<file path="src/common/binconv_macros.svh">
////////////////////////////////////////////////////////////
// geometry and widths of the 2x2 tile binary-conv array
// the row mapping in the dispatcher assumes exactly this
// geometry, so change these values only together with it
////////////////////////////////////////////////////////////

`ifndef BINCONV_MACROS_SVH
`define BINCONV_MACROS_SVH

// processing columns, one per output pixel of the tile
`define NR_PE 4
// tile is PE_W x PE_W pixels
`define PE_W 2
// rows per column, one per 3x3 tap or per 1x1 channel
`define COLUMN_SIZE 9

// activation buffer, INBUF_W x INBUF_W pixels of NR_CH channels
`define INBUF_W 4
`define NR_CH 9
`define NR_ACT (`INBUF_W * `INBUF_W * `NR_CH)
`define ACT_W 8

// weight precision and bit plane index
`define QW_MAX 8
`define BIT_IDX_W $clog2(`QW_MAX)

// nine times 255 needs 12 bits, partial result is signed
`define COL_SUM_W 12
`define PRES_W 22

`endif

</file>
<file path="src/common/binconv_pkg.sv">
////////////////////////////////////////////////////////////
// types shared by all blocks of the binary-conv array
// widths come from the macro header
////////////////////////////////////////////////////////////

`default_nettype none

`include "binconv_macros.svh"

package binconv_pkg;

  // how the activation buffer is mapped onto the column rows
  typedef enum logic [0:0] {
    FILTER_1X1 = 1'b0,
    FILTER_3X3 = 1'b1
  } filter_mode_e;

  // one unsigned activation
  typedef logic [`ACT_W-1:0] act_t;

  // weight bit plane index, 0 is the lsb plane
  typedef logic [`BIT_IDX_W-1:0] bit_idx_t;

  // binary dot product of one column, unsigned
  typedef logic [`COL_SUM_W-1:0] col_sum_t;

  // accumulated partial result per column
  typedef logic signed [`PRES_W-1:0] pres_t;

endpackage

`default_nettype wire

</file>
<file path="src/design/binconv_accumulator.sv">
////////////////////////////////////////////////////////////
// shift and add of the bit plane sums, two's complement
// the last plane is the sign plane and is subtracted
// flags of column 0 stand for all columns
////////////////////////////////////////////////////////////

`timescale 1ns/1ps
`default_nettype none

`include "binconv_macros.svh"

module binconv_accumulator import binconv_pkg::*; (
  input  logic                   clk_i,
  input  logic                   rst_ni,
  input  logic                   sum_valid_i,
  input  bit_idx_t               sum_bit_idx_i,
  input  logic                   sum_last_i,
  input  col_sum_t [`NR_PE-1:0]  col_sum_i,
  output pres_t [`NR_PE-1:0]     pres_o,
  output logic                   pres_valid_o
);

  // running value per column
  pres_t [`NR_PE-1:0] acc_q;
  pres_t [`NR_PE-1:0] acc_d;

  always_comb begin : acc_comb
    pres_t base;
    pres_t term;
    acc_d = acc_q;
    for (int p = 0; p < `NR_PE; p++) begin
      // plane 0 opens a new group
      base = (sum_bit_idx_i == '0) ? '0 : acc_q[p];
      // weight of this plane is 2^bit_idx
      term = pres_t'(col_sum_i[p]) << sum_bit_idx_i;
      if (sum_valid_i) begin
        acc_d[p] = sum_last_i ? base - term : base + term;
      end
    end
  end

  always_ff @(posedge clk_i or negedge rst_ni) begin
    if (!rst_ni) begin
      acc_q        <= '0;
      pres_o       <= '0;
      pres_valid_o <= 1'b0;
    end else begin
      acc_q        <= acc_d;
      // single cycle pulse after the sign plane
      pres_valid_o <= sum_valid_i & sum_last_i;
      if (sum_valid_i && sum_last_i) begin
        // results hold until the next group completes
        pres_o <= acc_d;
      end
    end
  end

endmodule

`default_nettype wire

</file>
<file path="src/design/binconv_array.sv">
////////////////////////////////////////////////////////////
// 2x2 tile binary-conv array, no back-pressure
// pres_valid_o follows the last beat by three registers
// keep clear_i high 3 cycles so beats in flight drain
////////////////////////////////////////////////////////////

`timescale 1ns/1ps
`default_nettype none

`include "binconv_macros.svh"

module binconv_array import binconv_pkg::*; (
  input  logic                       clk_i,
  input  logic                       rst_ni,
  input  logic                       clear_i,
  input  logic                       valid_i,
  input  filter_mode_e               mode_i,
  input  logic [`BIT_IDX_W:0]        qw_i,
  input  act_t [`NR_ACT-1:0]         act_i,
  input  logic [`COLUMN_SIZE-1:0]    weight_i,
  output pres_t [`NR_PE-1:0]         pres_o,
  output logic                       pres_valid_o
);

  // dispatcher to columns
  logic                                beat_valid;
  bit_idx_t                            bit_idx;
  logic                                last;
  act_t [`NR_PE-1:0][`COLUMN_SIZE-1:0] row_act;
  logic [`COLUMN_SIZE-1:0]             weight;

  // columns to accumulator, flags from column 0 only
  logic                                sum_valid;
  bit_idx_t                            sum_bit_idx;
  logic                                sum_last;
  col_sum_t [`NR_PE-1:0]               col_sum;

  binconv_dispatch i_dispatch (
    .clk_i        ( clk_i      ),
    .rst_ni       ( rst_ni     ),
    .clear_i      ( clear_i    ),
    .valid_i      ( valid_i    ),
    .mode_i       ( mode_i     ),
    .qw_i         ( qw_i       ),
    .act_i        ( act_i      ),
    .weight_i     ( weight_i   ),
    .beat_valid_o ( beat_valid ),
    .bit_idx_o    ( bit_idx    ),
    .last_o       ( last       ),
    .row_act_o    ( row_act    ),
    .weight_o     ( weight     )
  );

  for (genvar p = 0; p < `NR_PE; p++) begin : gen_column
    if (p == 0) begin : gen_lead
      // column 0 also carries the valid and flags for the array
      binconv_column i_column (
        .clk_i         ( clk_i       ),
        .rst_ni        ( rst_ni      ),
        .beat_valid_i  ( beat_valid  ),
        .bit_idx_i     ( bit_idx     ),
        .last_i        ( last        ),
        .row_act_i     ( row_act[p]  ),
        .weight_i      ( weight      ),
        .sum_valid_o   ( sum_valid   ),
        .sum_bit_idx_o ( sum_bit_idx ),
        .sum_last_o    ( sum_last    ),
        .col_sum_o     ( col_sum[p]  )
      );
    end else begin : gen_follow
      binconv_column i_column (
        .clk_i         ( clk_i      ),
        .rst_ni        ( rst_ni     ),
        .beat_valid_i  ( beat_valid ),
        .bit_idx_i     ( bit_idx    ),
        .last_i        ( last       ),
        .row_act_i     ( row_act[p] ),
        .weight_i      ( weight     ),
        .sum_valid_o   (            ),
        .sum_bit_idx_o (            ),
        .sum_last_o    (            ),
        .col_sum_o     ( col_sum[p] )
      );
    end
  end

  binconv_accumulator i_accumulator (
    .clk_i         ( clk_i        ),
    .rst_ni        ( rst_ni       ),
    .sum_valid_i   ( sum_valid    ),
    .sum_bit_idx_i ( sum_bit_idx  ),
    .sum_last_i    ( sum_last     ),
    .col_sum_i     ( col_sum      ),
    .pres_o        ( pres_o       ),
    .pres_valid_o  ( pres_valid_o )
  );

endmodule

`default_nettype wire

</file>
<file path="src/design/binconv_column.sv">
////////////////////////////////////////////////////////////
// one column of nine rows, one bit plane per beat
// result is registered, flags are delayed alongside it
////////////////////////////////////////////////////////////

`timescale 1ns/1ps
`default_nettype none

`include "binconv_macros.svh"

module binconv_column import binconv_pkg::*; (
  input  logic                       clk_i,
  input  logic                       rst_ni,
  input  logic                       beat_valid_i,
  input  bit_idx_t                   bit_idx_i,
  input  logic                       last_i,
  input  act_t [`COLUMN_SIZE-1:0]    row_act_i,
  input  logic [`COLUMN_SIZE-1:0]    weight_i,
  output logic                       sum_valid_o,
  output bit_idx_t                   sum_bit_idx_o,
  output logic                       sum_last_o,
  output col_sum_t                   col_sum_o
);

  col_sum_t sum_d;

  // binary dot product, a set weight bit passes its activation
  always_comb begin
    sum_d = '0;
    for (int r = 0; r < `COLUMN_SIZE; r++) begin
      if (weight_i[r]) begin
        sum_d = sum_d + col_sum_t'(row_act_i[r]);
      end
    end
  end

  always_ff @(posedge clk_i or negedge rst_ni) begin
    if (!rst_ni) begin
      sum_valid_o   <= 1'b0;
      sum_bit_idx_o <= '0;
      sum_last_o    <= 1'b0;
    end else begin
      sum_valid_o <= beat_valid_i;
      if (beat_valid_i) begin
        sum_bit_idx_o <= bit_idx_i;
        sum_last_o    <= last_i;
      end
    end
  end

  // sum only moves on a beat
  always_ff @(posedge clk_i) begin
    if (beat_valid_i) begin
      col_sum_o <= sum_d;
    end
  end

endmodule

`default_nettype wire

</file>
<file path="src/design/binconv_dispatch.sv">
////////////////////////////////////////////////////////////
// mode_i and qw_i must stay stable over a whole group
// qw_i of 0 is not supported, 1 to 8 only
// clear_i drops the beat of its cycle and restarts at plane 0
////////////////////////////////////////////////////////////

`timescale 1ns/1ps
`default_nettype none

`include "binconv_macros.svh"

module binconv_dispatch import binconv_pkg::*; (
  input  logic                                clk_i,
  input  logic                                rst_ni,
  input  logic                                clear_i,
  input  logic                                valid_i,
  input  filter_mode_e                        mode_i,
  input  logic [`BIT_IDX_W:0]                 qw_i,
  input  act_t [`NR_ACT-1:0]                  act_i,
  input  logic [`COLUMN_SIZE-1:0]             weight_i,
  output logic                                beat_valid_o,
  output bit_idx_t                            bit_idx_o,
  output logic                                last_o,
  output act_t [`NR_PE-1:0][`COLUMN_SIZE-1:0] row_act_o,
  output logic [`COLUMN_SIZE-1:0]             weight_o
);

  // mapped activations before the beat register
  act_t [`NR_PE-1:0][`COLUMN_SIZE-1:0] row_act_d;

  // shared block counter, same plane for every column
  bit_idx_t cnt_q;
  logic     cnt_last;

  ////////////////////////////////////////////////////////////
  // activation mapping
  ////////////////////////////////////////////////////////////

  for (genvar p = 0; p < `NR_PE; p++) begin : gen_pe
    // pixel of this column inside the buffer
    localparam int unsigned pix_row = p / `PE_W;
    localparam int unsigned pix_col = p % `PE_W;

    for (genvar r = 0; r < `COLUMN_SIZE; r++) begin : gen_row
      // 1x1: channel r of the own pixel
      localparam int unsigned idx_1x1 =
        (pix_row * `INBUF_W + pix_col) * `NR_CH + r;
      // 3x3: channel 0 of the pixel at tap offset (r/3, r%3)
      localparam int unsigned idx_3x3 =
        ((pix_row + r / 3) * `INBUF_W + pix_col + r % 3) * `NR_CH;

      assign row_act_d[p][r] = (mode_i == FILTER_1X1) ? act_i[idx_1x1] : act_i[idx_3x3];
    end
  end

  ////////////////////////////////////////////////////////////
  // block counter and beat control
  ////////////////////////////////////////////////////////////

  // sign plane reached, counter wraps on this beat
  assign cnt_last = ({1'b0, cnt_q} == qw_i - 1'b1);

  always_ff @(posedge clk_i or negedge rst_ni) begin
    if (!rst_ni) begin
      cnt_q        <= '0;
      beat_valid_o <= 1'b0;
      bit_idx_o    <= '0;
      last_o       <= 1'b0;
    end else if (clear_i) begin
      // abort, any beat of this cycle is lost
      cnt_q        <= '0;
      beat_valid_o <= 1'b0;
    end else begin
      beat_valid_o <= valid_i;
      if (valid_i) begin
        cnt_q     <= cnt_last ? '0 : cnt_q + 1'b1;
        // index and last flag travel with the beat
        bit_idx_o <= cnt_q;
        last_o    <= cnt_last;
      end
    end
  end

  // beat payload, only loaded when a plane arrives
  always_ff @(posedge clk_i) begin
    if (valid_i) begin
      row_act_o <= row_act_d;
      // the plane is broadcast, every column sees the same bits
      weight_o  <= weight_i;
    end
  end

endmodule

`default_nettype wire

</file>
<file path="config.mk">
export PLATFORM = sky130hd
export DESIGN_NAME = binconv_array
export DESIGN_NICKNAME = d
export VERILOG_FILES = /design/src/common/binconv_pkg.sv /design/src/design/binconv_accumulator.sv /design/src/design/binconv_array.sv /design/src/design/binconv_column.sv /design/src/design/binconv_dispatch.sv
export VERILOG_INCLUDE_DIRS = /design/src /design/src/common
export SDC_FILE = /design/constraint.sdc
export NUM_CORES = 2
export LEC_CHECK = 0
export BUFFER_PORTS_ARGS = -buffer_cell sky130_fd_sc_hd__clkbuf_2
export CAP_MARGIN = 15
export CORE_AREA = 2 2 483 485
export CTS_CLUSTER_DIAMETER = 30
export CTS_CLUSTER_SIZE = 28
export DETAILED_ROUTE_END_ITERATION = 8
export DIE_AREA = 0 0 485 487
export GPL_ROUTABILITY_DRIVEN = 0
export GPL_TIMING_DRIVEN = 0
export PLACE_DENSITY = 0.46
export SETUP_SLACK_MARGIN = 0.4
export SLEW_MARGIN = 20
export SYNTH_ARGS = -nofsm -noshare
export SYNTH_HDL_FRONTEND = slang
export SYNTH_SLANG_ARGS = --single-unit
</file>
<file path="constraint.sdc">
create_clock -name clk_i -period 10.05 [get_ports clk_i]
set_clock_uncertainty 0.05 [all_clocks]
set_input_delay 2.5125 -clock clk_i [delete_from_list [all_inputs] [get_ports clk_i]]
set_output_delay 2.5125 -clock clk_i [all_outputs]
set_load 0.01 [all_outputs]
</file>
After elaboration in Yosys (flattened, before gate mapping)
Cells that the tools add are included.
{ "totals": {"ff_bits": 535, "inputBits": 1170, "out_inout_bits": 89, "word_cells": 194} }
{ "classes": {"n_addsub": 42, "eq_ne": 1, "shifts": 4, "mux": 84, "bitwise_logic": 2, "n_reduce_logical": 4} }
{ "ops": {"columns": ["operator", "n"], "rows": [
  ["two-way mux 12 bit", 32],
  ["adder 12 x 8 -> 12 bit", 28],
  ["two-way mux 8 bit", 36],
  ["two-way mux 22 bit", 12],
  ["adder 22 bit", 4],
  ["left shift 12 x 3 -> 22 bit", 4],
  ["subtractor 22 bit", 4],
  ["adder 8 x 8 -> 9 bit", 4],
  ["two-way mux 3 bit", 3],
  ["== test 3 x 4 -> 1 bit", 1],
  ["subtractor 4 x 1 -> 4 bit, second input constant", 1],
  ["adder 3 x 1 -> 3 bit, second input constant", 1],
  ["zero test 3 bit", 1],
  ["AND reduction 2 bit", 1],
  ["nonzero test 2 bit", 1],
  ["bitwise AND 1 bit", 1],
  ["logical AND 1 bit", 1],
  ["two-way mux 1 bit", 1],
  ["NOT 1 bit", 1]
]} }

Depth between registers and ports, before layout
{ "depth": {"ltp_word": 17, "ltp_mapped": 53, "depth_no_buf": 51} }

Hierarchy
A second synthesis with hierarchy kept.
{ "unflattened": {"cells_unflattened": 4927, "hier_area_um2": 45501.1} }
{ "by_module_without_submodules": {"columns": ["module", "n_inst", "cells_each", "area_per_inst_um2", "seq_area_each_um2"], "rows": [
  ["binconv_accumulator", 1, 1819, 15529.9, 4429.2],
  ["binconv_dispatch", 1, 928, 12149.2, 9118.7],
  ["binconv_column (gen_column[2].gen_follow.i_column)", 1, 543, 4476.8, 485.5],
  ["binconv_column (gen_column[0].gen_lead.i_column)", 1, 548, 4464.3, 485.5],
  ["binconv_column (gen_column[1].gen_follow.i_column)", 1, 543, 4455.5, 485.5],
  ["binconv_column (gen_column[3].gen_follow.i_column)", 1, 546, 4425.5, 485.5]
]} }

Least setup slack after synthesis
OpenSTA, ideal clock, no wires.
{ "synth_path": {"kind": "register to register", "from": "reg i_dispatch.weight_o[0]", "to": "reg gen_column[2].gen_follow.i_column.col_sum_o[11], data pin", "setup_time_ns": 0.152, "arrival_ns": 9.002, "required_ns": 9.848, "slack_ns": 0.846, "path_stages_with_launch": 49, "path_buffers": 2, "synth_period_minus_slack_ns": 9.204, "cell_sequence": "edfxtp_1 -> clkbuf_1 -> clkbuf_1 -> nand2_1 -> fa_1 -> nor2b_4 -> o31a_1 -> a21oi_1 -> mux2_2 -> ha_1 -> o21ai_0 -> nor2_1 -> o21ai_0 -> o21a_1 -> ha_1 -> o21a_1 -> o31a_1 -> a211oi_1 -> [13 not listed] -> or3_1 -> o211ai_1 -> nand2b_1 -> or2_2 -> and3_1 -> or2_2 -> ha_1 -> nor3_1 -> o21ai_0 -> o31ai_1 -> inv_1 -> ha_1 -> nor2b_1 -> o21ai_0 -> nor2_1 -> nor2_1 -> or4_1 -> a31oi_1"} }
{ "synth_via": {"elab_chain_cells": 17} }
{ "synth_lines": {"columns": ["item", "line_no", "rtl"], "rows": [
  ["start, declared", "binconv_dispatch.sv:25", "output logic [`COLUMN_SIZE-1:0] weight_o"],
  ["start signal, assigned", "binconv_dispatch.sv:89", "weight_o <= weight_i;"],
  ["two-way mux 8 bit (*)", "binconv_column.sv:31", "if (weight_i[r]) begin"],
  ["adder 8 x 8 -> 9 bit", "binconv_column.sv:32", "sum_d = sum_d + col_sum_t'(row_act_i[r]);"],
  ["two-way mux 12 bit (*)", "binconv_column.sv:31", null],
  ["adder 12 x 8 -> 12 bit", "binconv_column.sv:32", null],
  ["two-way mux 12 bit (*)", "binconv_column.sv:31", null],
  ["adder 12 x 8 -> 12 bit", "binconv_column.sv:32", null],
  ["two-way mux 12 bit (*)", "binconv_column.sv:31", null],
  ["adder 12 x 8 -> 12 bit", "binconv_column.sv:32", null],
  ["[2 not listed]", null, null],
  ["two-way mux 12 bit (*)", "binconv_column.sv:31", null],
  ["adder 12 x 8 -> 12 bit", "binconv_column.sv:32", null],
  ["two-way mux 12 bit (*)", "binconv_column.sv:31", null],
  ["adder 12 x 8 -> 12 bit", "binconv_column.sv:32", null],
  ["two-way mux 12 bit (*)", "binconv_column.sv:31", null],
  ["adder 12 x 8 -> 12 bit", "binconv_column.sv:32", null],
  ["two-way mux 12 bit (*)", "binconv_column.sv:31", null],
  ["net gen_column[2].gen_follow.i_column.sum_d[11]", "binconv_column.sv:25", "col_sum_t sum_d;"],
  ["end signal, assigned", "binconv_column.sv:54", "col_sum_o <= sum_d;"],
  ["end, declared", "binconv_column.sv:22", "output col_sum_t col_sum_o"]
]} }
Mark *: on every way through the listed nets, which the timed path passes. The rest lies on a longest branch.
A chain may end at the register's enable or synchronous reset.

Worst setup path in the final report
Ends and elaborated chain as after synthesis.

==> flow_metrics.tcl <==
set metrics [dict create \
    syn_area_per_cell_sq_um 9.20 \
    vias_per_cell 4.46 \
    grt_pass1_vias 37800 \
    worst_path_most_repeated_cell "ha_4" \
    drt_iter0_markers 2718 \
    fmax_mhz 105 \
    coreArea_sq_um 231000 \
    post_dp_cell_area_sq_um 49400 \
    dr_total_vias 38700 \
    finish.utilization_pct 25.6 \
    io_pins 1259 \
    wl_per_cell_um 21.7 \
    synthSimpleGateAreaFrac_pct 13.0 \
    stdcell_count 8673 \
    p_int_mw 12.1 \
    syn_to_final_growth_pct 38.2 \
    period_needed_ns 9.52 \
    synthArstFlopShare_pct 35.5 \
    crit_arrival_ns 10.09 \
    synth_seq_cells 535 \
    holdCritPathClass "flip-flop to flip-flop" \
    rows 177 \
    required_ns 10.62 \
    hp-start "i_accumulator.pres_o[70]$_DFFE_PN0P_" \
    worst-r2r-setup-slack_ns 0.53 \
    clockPowerShare_pct 26.7 \
    post-place-cells 8203 \
    drv_cap 0 \
    grt_max_degree 82 \
    clk_path_buf_depth 3 \
    drc 0 \
    synth_edf_count 345 \
    cts.sinks 535 \
    ys.flop_type "edfxtp_1" \
    cts-root-buf "clkbuf_16" \
    ctsHoldBuffers 0 \
    dieArea_sq_um 236000 \
    worst_slew_pin_slew_ns 1.20 \
    antenna_found_initial 27 \
    slew_viol_final 0 \
    synth-compound-area-share_pct 18.3 \
    comb_power_share_pct 57.5 \
    die_w_um 485 \
    crit_start "i_dispatch.weight_o[0]$_DFFE_PP_" \
    fin_area_sq_um 59300 \
    ys_warn_count 0 \
    finalCritPeriodShare_pct 94.8 \
    peakVddDrop_uv 166 \
    start_kind "flip-flop" \
    cts_tree "done" \
    maxSlewHeadroom_pct 19.4 \
    grt_use_total_pct 15.2 \
    antenna_left 0 \
    setup.worst_path.end_class "flip-flop" \
    yosysSeqAreaShare_pct 35.2 \
    dp.final_hpwl_um 153000 \
    nets 7034 \
    dr.pass1.iters 5 \
    synth_fa_ha_area_share_pct 11.9 \
    rr_startpoint "i_dispatch.weight_o[0]$_DFFE_PP_" \
    grt_pass1_wl_um 263000 \
    power.density_nw_per_um2 352 \
    critPathKind "flip-flop to flip-flop" \
    netSwitchingPower_mw 8.75 \
    p_sw_share_pct 41.9 \
    path_clk_slew_ns 0.05 \
    status "complete, no violations" \
    post-place-ws_ns -1.81 \
    hold_viol 0 \
    syn_inst 4663 \
    rsz0062_at_grt "yes" \
    setup_ws_ns 0.527 \
    ys_types 99 \
    synthesis.nets 6215 \
    clk_latency_ns 0.84 \
    wirelength_um 188000 \
    syn_area_sq_um 42900 \
    synth-xor-area-share_pct 6.84 \
    synthMuxAreaShare_pct 9.57 \
    drive_gt1_share_pct 28.5 \
    leakage_nw 25.4 \
    p_seq_share_pct 15.9 \
    max_stage_delay_ns 0.51 \
    fp.dieH_um 487 \
    start_util_pct 18.5 \
    synth_top_family_by_area "compound AO/OA/AOI/OAI gates" \
    htree_levels 4 \
    synthDominantCellAreaShare_pct 24.1 \
    cts_made_buffers 170 \
    synth_top_cell_by_area "edfxtp_1" \
    finalSetupViolCount 0 \
    worstPathMaxFanout 6 \
    synthTopCellsByArea "edfxtp_1 24%, dfrtp_1 11%, ha_1 10%" \
    grt-ovfl-total 0 \
    crit_path_top_delay_cell "or4_4" \
    port_buffers 489 \
]
==> per-layer routing <==
metal / vias to the layer above / GRT usage [%] / wire, um
met5: - / 0 / 10
met4: 2 / 5.77 / 7530
met3: 262 / 2.31 / 9890
met2: 1338 / 24.7 / 85600
met1: 18800 / 20.3 / 85000
li1: 18200 / - / -
==> placed cells by master (no fill, tap or decap), types with 172 or more instances in the layout <==
cell       count
ha_1         262
inv_1        404
edfxtp_1     345
nor2_1       280
clkbuf_16    172
o21ai_0      391
mux2_2       237
clkbuf_2     499
nand2_1      452
dfrtp_1      189
xnor2_1      209
a21oi_1      241
==> flip-flops by register name, indices dropped and copies added, names as in the netlist <==
register	cells
i_dispatch.bit_idx_o	3
i_accumulator.pres_o	88
gen_column.gen_lead.i_column.sum_last_o	1
i_accumulator.pres_valid_o	1
i_dispatch.last_o	1
gen_column.gen_lead.i_column.sum_bit_idx_o	3
i_accumulator.acc_q	88
i_dispatch.beat_valid_o	1
i_dispatch.weight_o	9
gen_column.gen_follow.i_column.col_sum_o	36
i_dispatch.cnt_q	3
gen_column.gen_lead.i_column.col_sum_o	12
i_dispatch.row_act_o	288
gen_column.gen_lead.i_column.sum_valid_o	1
==> metrics by stage <==
step	TNS (ns)	power (mW)	hold WS [ns]
final	0	20.9	0.422
after global placement	-24.46	13.1	0.417
after detailed placement	-24.23	13.2	0.413
after floorplan	0	10.3	0.394
after global routing	0	22.2	0.449
after CTS	0	19.5	0.425
==> cells in the mapped netlist, types with 38 or more instances <==
| cell type | n |
|---|---|
| a211oi_1 | 67 |
| a21o_1 | 100 |
| a21oi_1 | 289 |
| and2_1 | 40 |
| clkbuf_1 | 130 |
| dfrtp_1 | 190 |
| edfxtp_1 | 345 |
| ha_1 | 346 |
| inv_1 | 416 |
| mux2_2 | 246 |
| mux2i_1 | 111 |
| nand2_1 | 459 |
| nand2b_1 | 40 |
| nand3_1 | 40 |
| nor2_1 | 295 |
| nor2b_1 | 161 |
| nor3_1 | 71 |
| o21a_1 | 95 |
| o21ai_0 | 456 |
| o21bai_1 | 38 |
| xnor2_1 | 217 |
| xor2_1 | 91 |
==> timing repair <==
item | in CTS | in global routing
endpoints found under the setup margin | 34 | 21
hold endpoints to repair | 0 | 0
cloned | 0 | 2
buffers inserted | 44 | 104
resized for setup | 209 | 301
pin swaps | 34 | 148
==> path summary, 6_finish.rpt <==
check	to	cells after the start
min in group asynchronous	i_accumulator.pres_valid_o$_DFF_PN0_	1
worst max-delay path	gen_column[2].gen_follow.i_column.col_sum_o[11]$_DFFE_PP_	52
max in group asynchronous	i_dispatch.beat_valid_o$_DFF_PN0_	2
worst min-delay path	i_accumulator.pres_o[70]$_DFFE_PN0P_	2
worst min register to register	i_accumulator.pres_o[70]$_DFFE_PN0P_	2
worst max register to register	gen_column[2].gen_follow.i_column.col_sum_o[11]$_DFFE_PP_	52
==> power groups by stage <==
| stage | Combinational (mW) | Clock, mW | Sequential [mW] |
|---|---|---|---|
| 3_5_place_dp | 9.90 | 0 | 3.33 |
| 2_1_floorplan | 7.09 | 0 | 3.22 |
| 6_report | 12.0 | 5.57 | 3.31 |
| 3_3_place_gp | 9.75 | 0 | 3.34 |
| 4_1_cts | 10.5 | 5.67 | 3.30 |
| 5_1_grt | 13.1 | 5.79 | 3.37 |
==> cells by family (layout without fill, tap and decap cells) <==
group	Yosys count	after routing
compound gates	1268	1268
other cells	0	4
fa+ha+maj	387	387
mux	367	367
xor+xnor	320	320
buf+inv	583	1546
flops	535	535
simple gates	1203	1203
==> critical path: cells and delay by family, from the launching register on <==
family / cells / cell delay [ns]
compound gates: 20 / 2.97
simple gates: 13 / 2.54
fa+ha+maj: 8 / 2.03
buf+inv: 8 / 0.84
flops: 1 / 0.37
xor+xnor: 2 / 0.26
mux: 1 / 0.25
==> area by class of cell <==
type | instances | area [sq um]
Antenna cell | 4 | 10.0
Clock inverter | 104 | 1510
Multi-Input combinational cell | 3545 | 28200
Tap cell | 3043 | 3810
Sequential cell | 535 | 15100
Buffer | 158 | 678
Fill cell | 24600 | 172000
Timing Repair Buffer | 647 | 3820
Clock buffer | 212 | 4600
Inverter | 425 | 1600
Power figures use the tool's default switching activity.
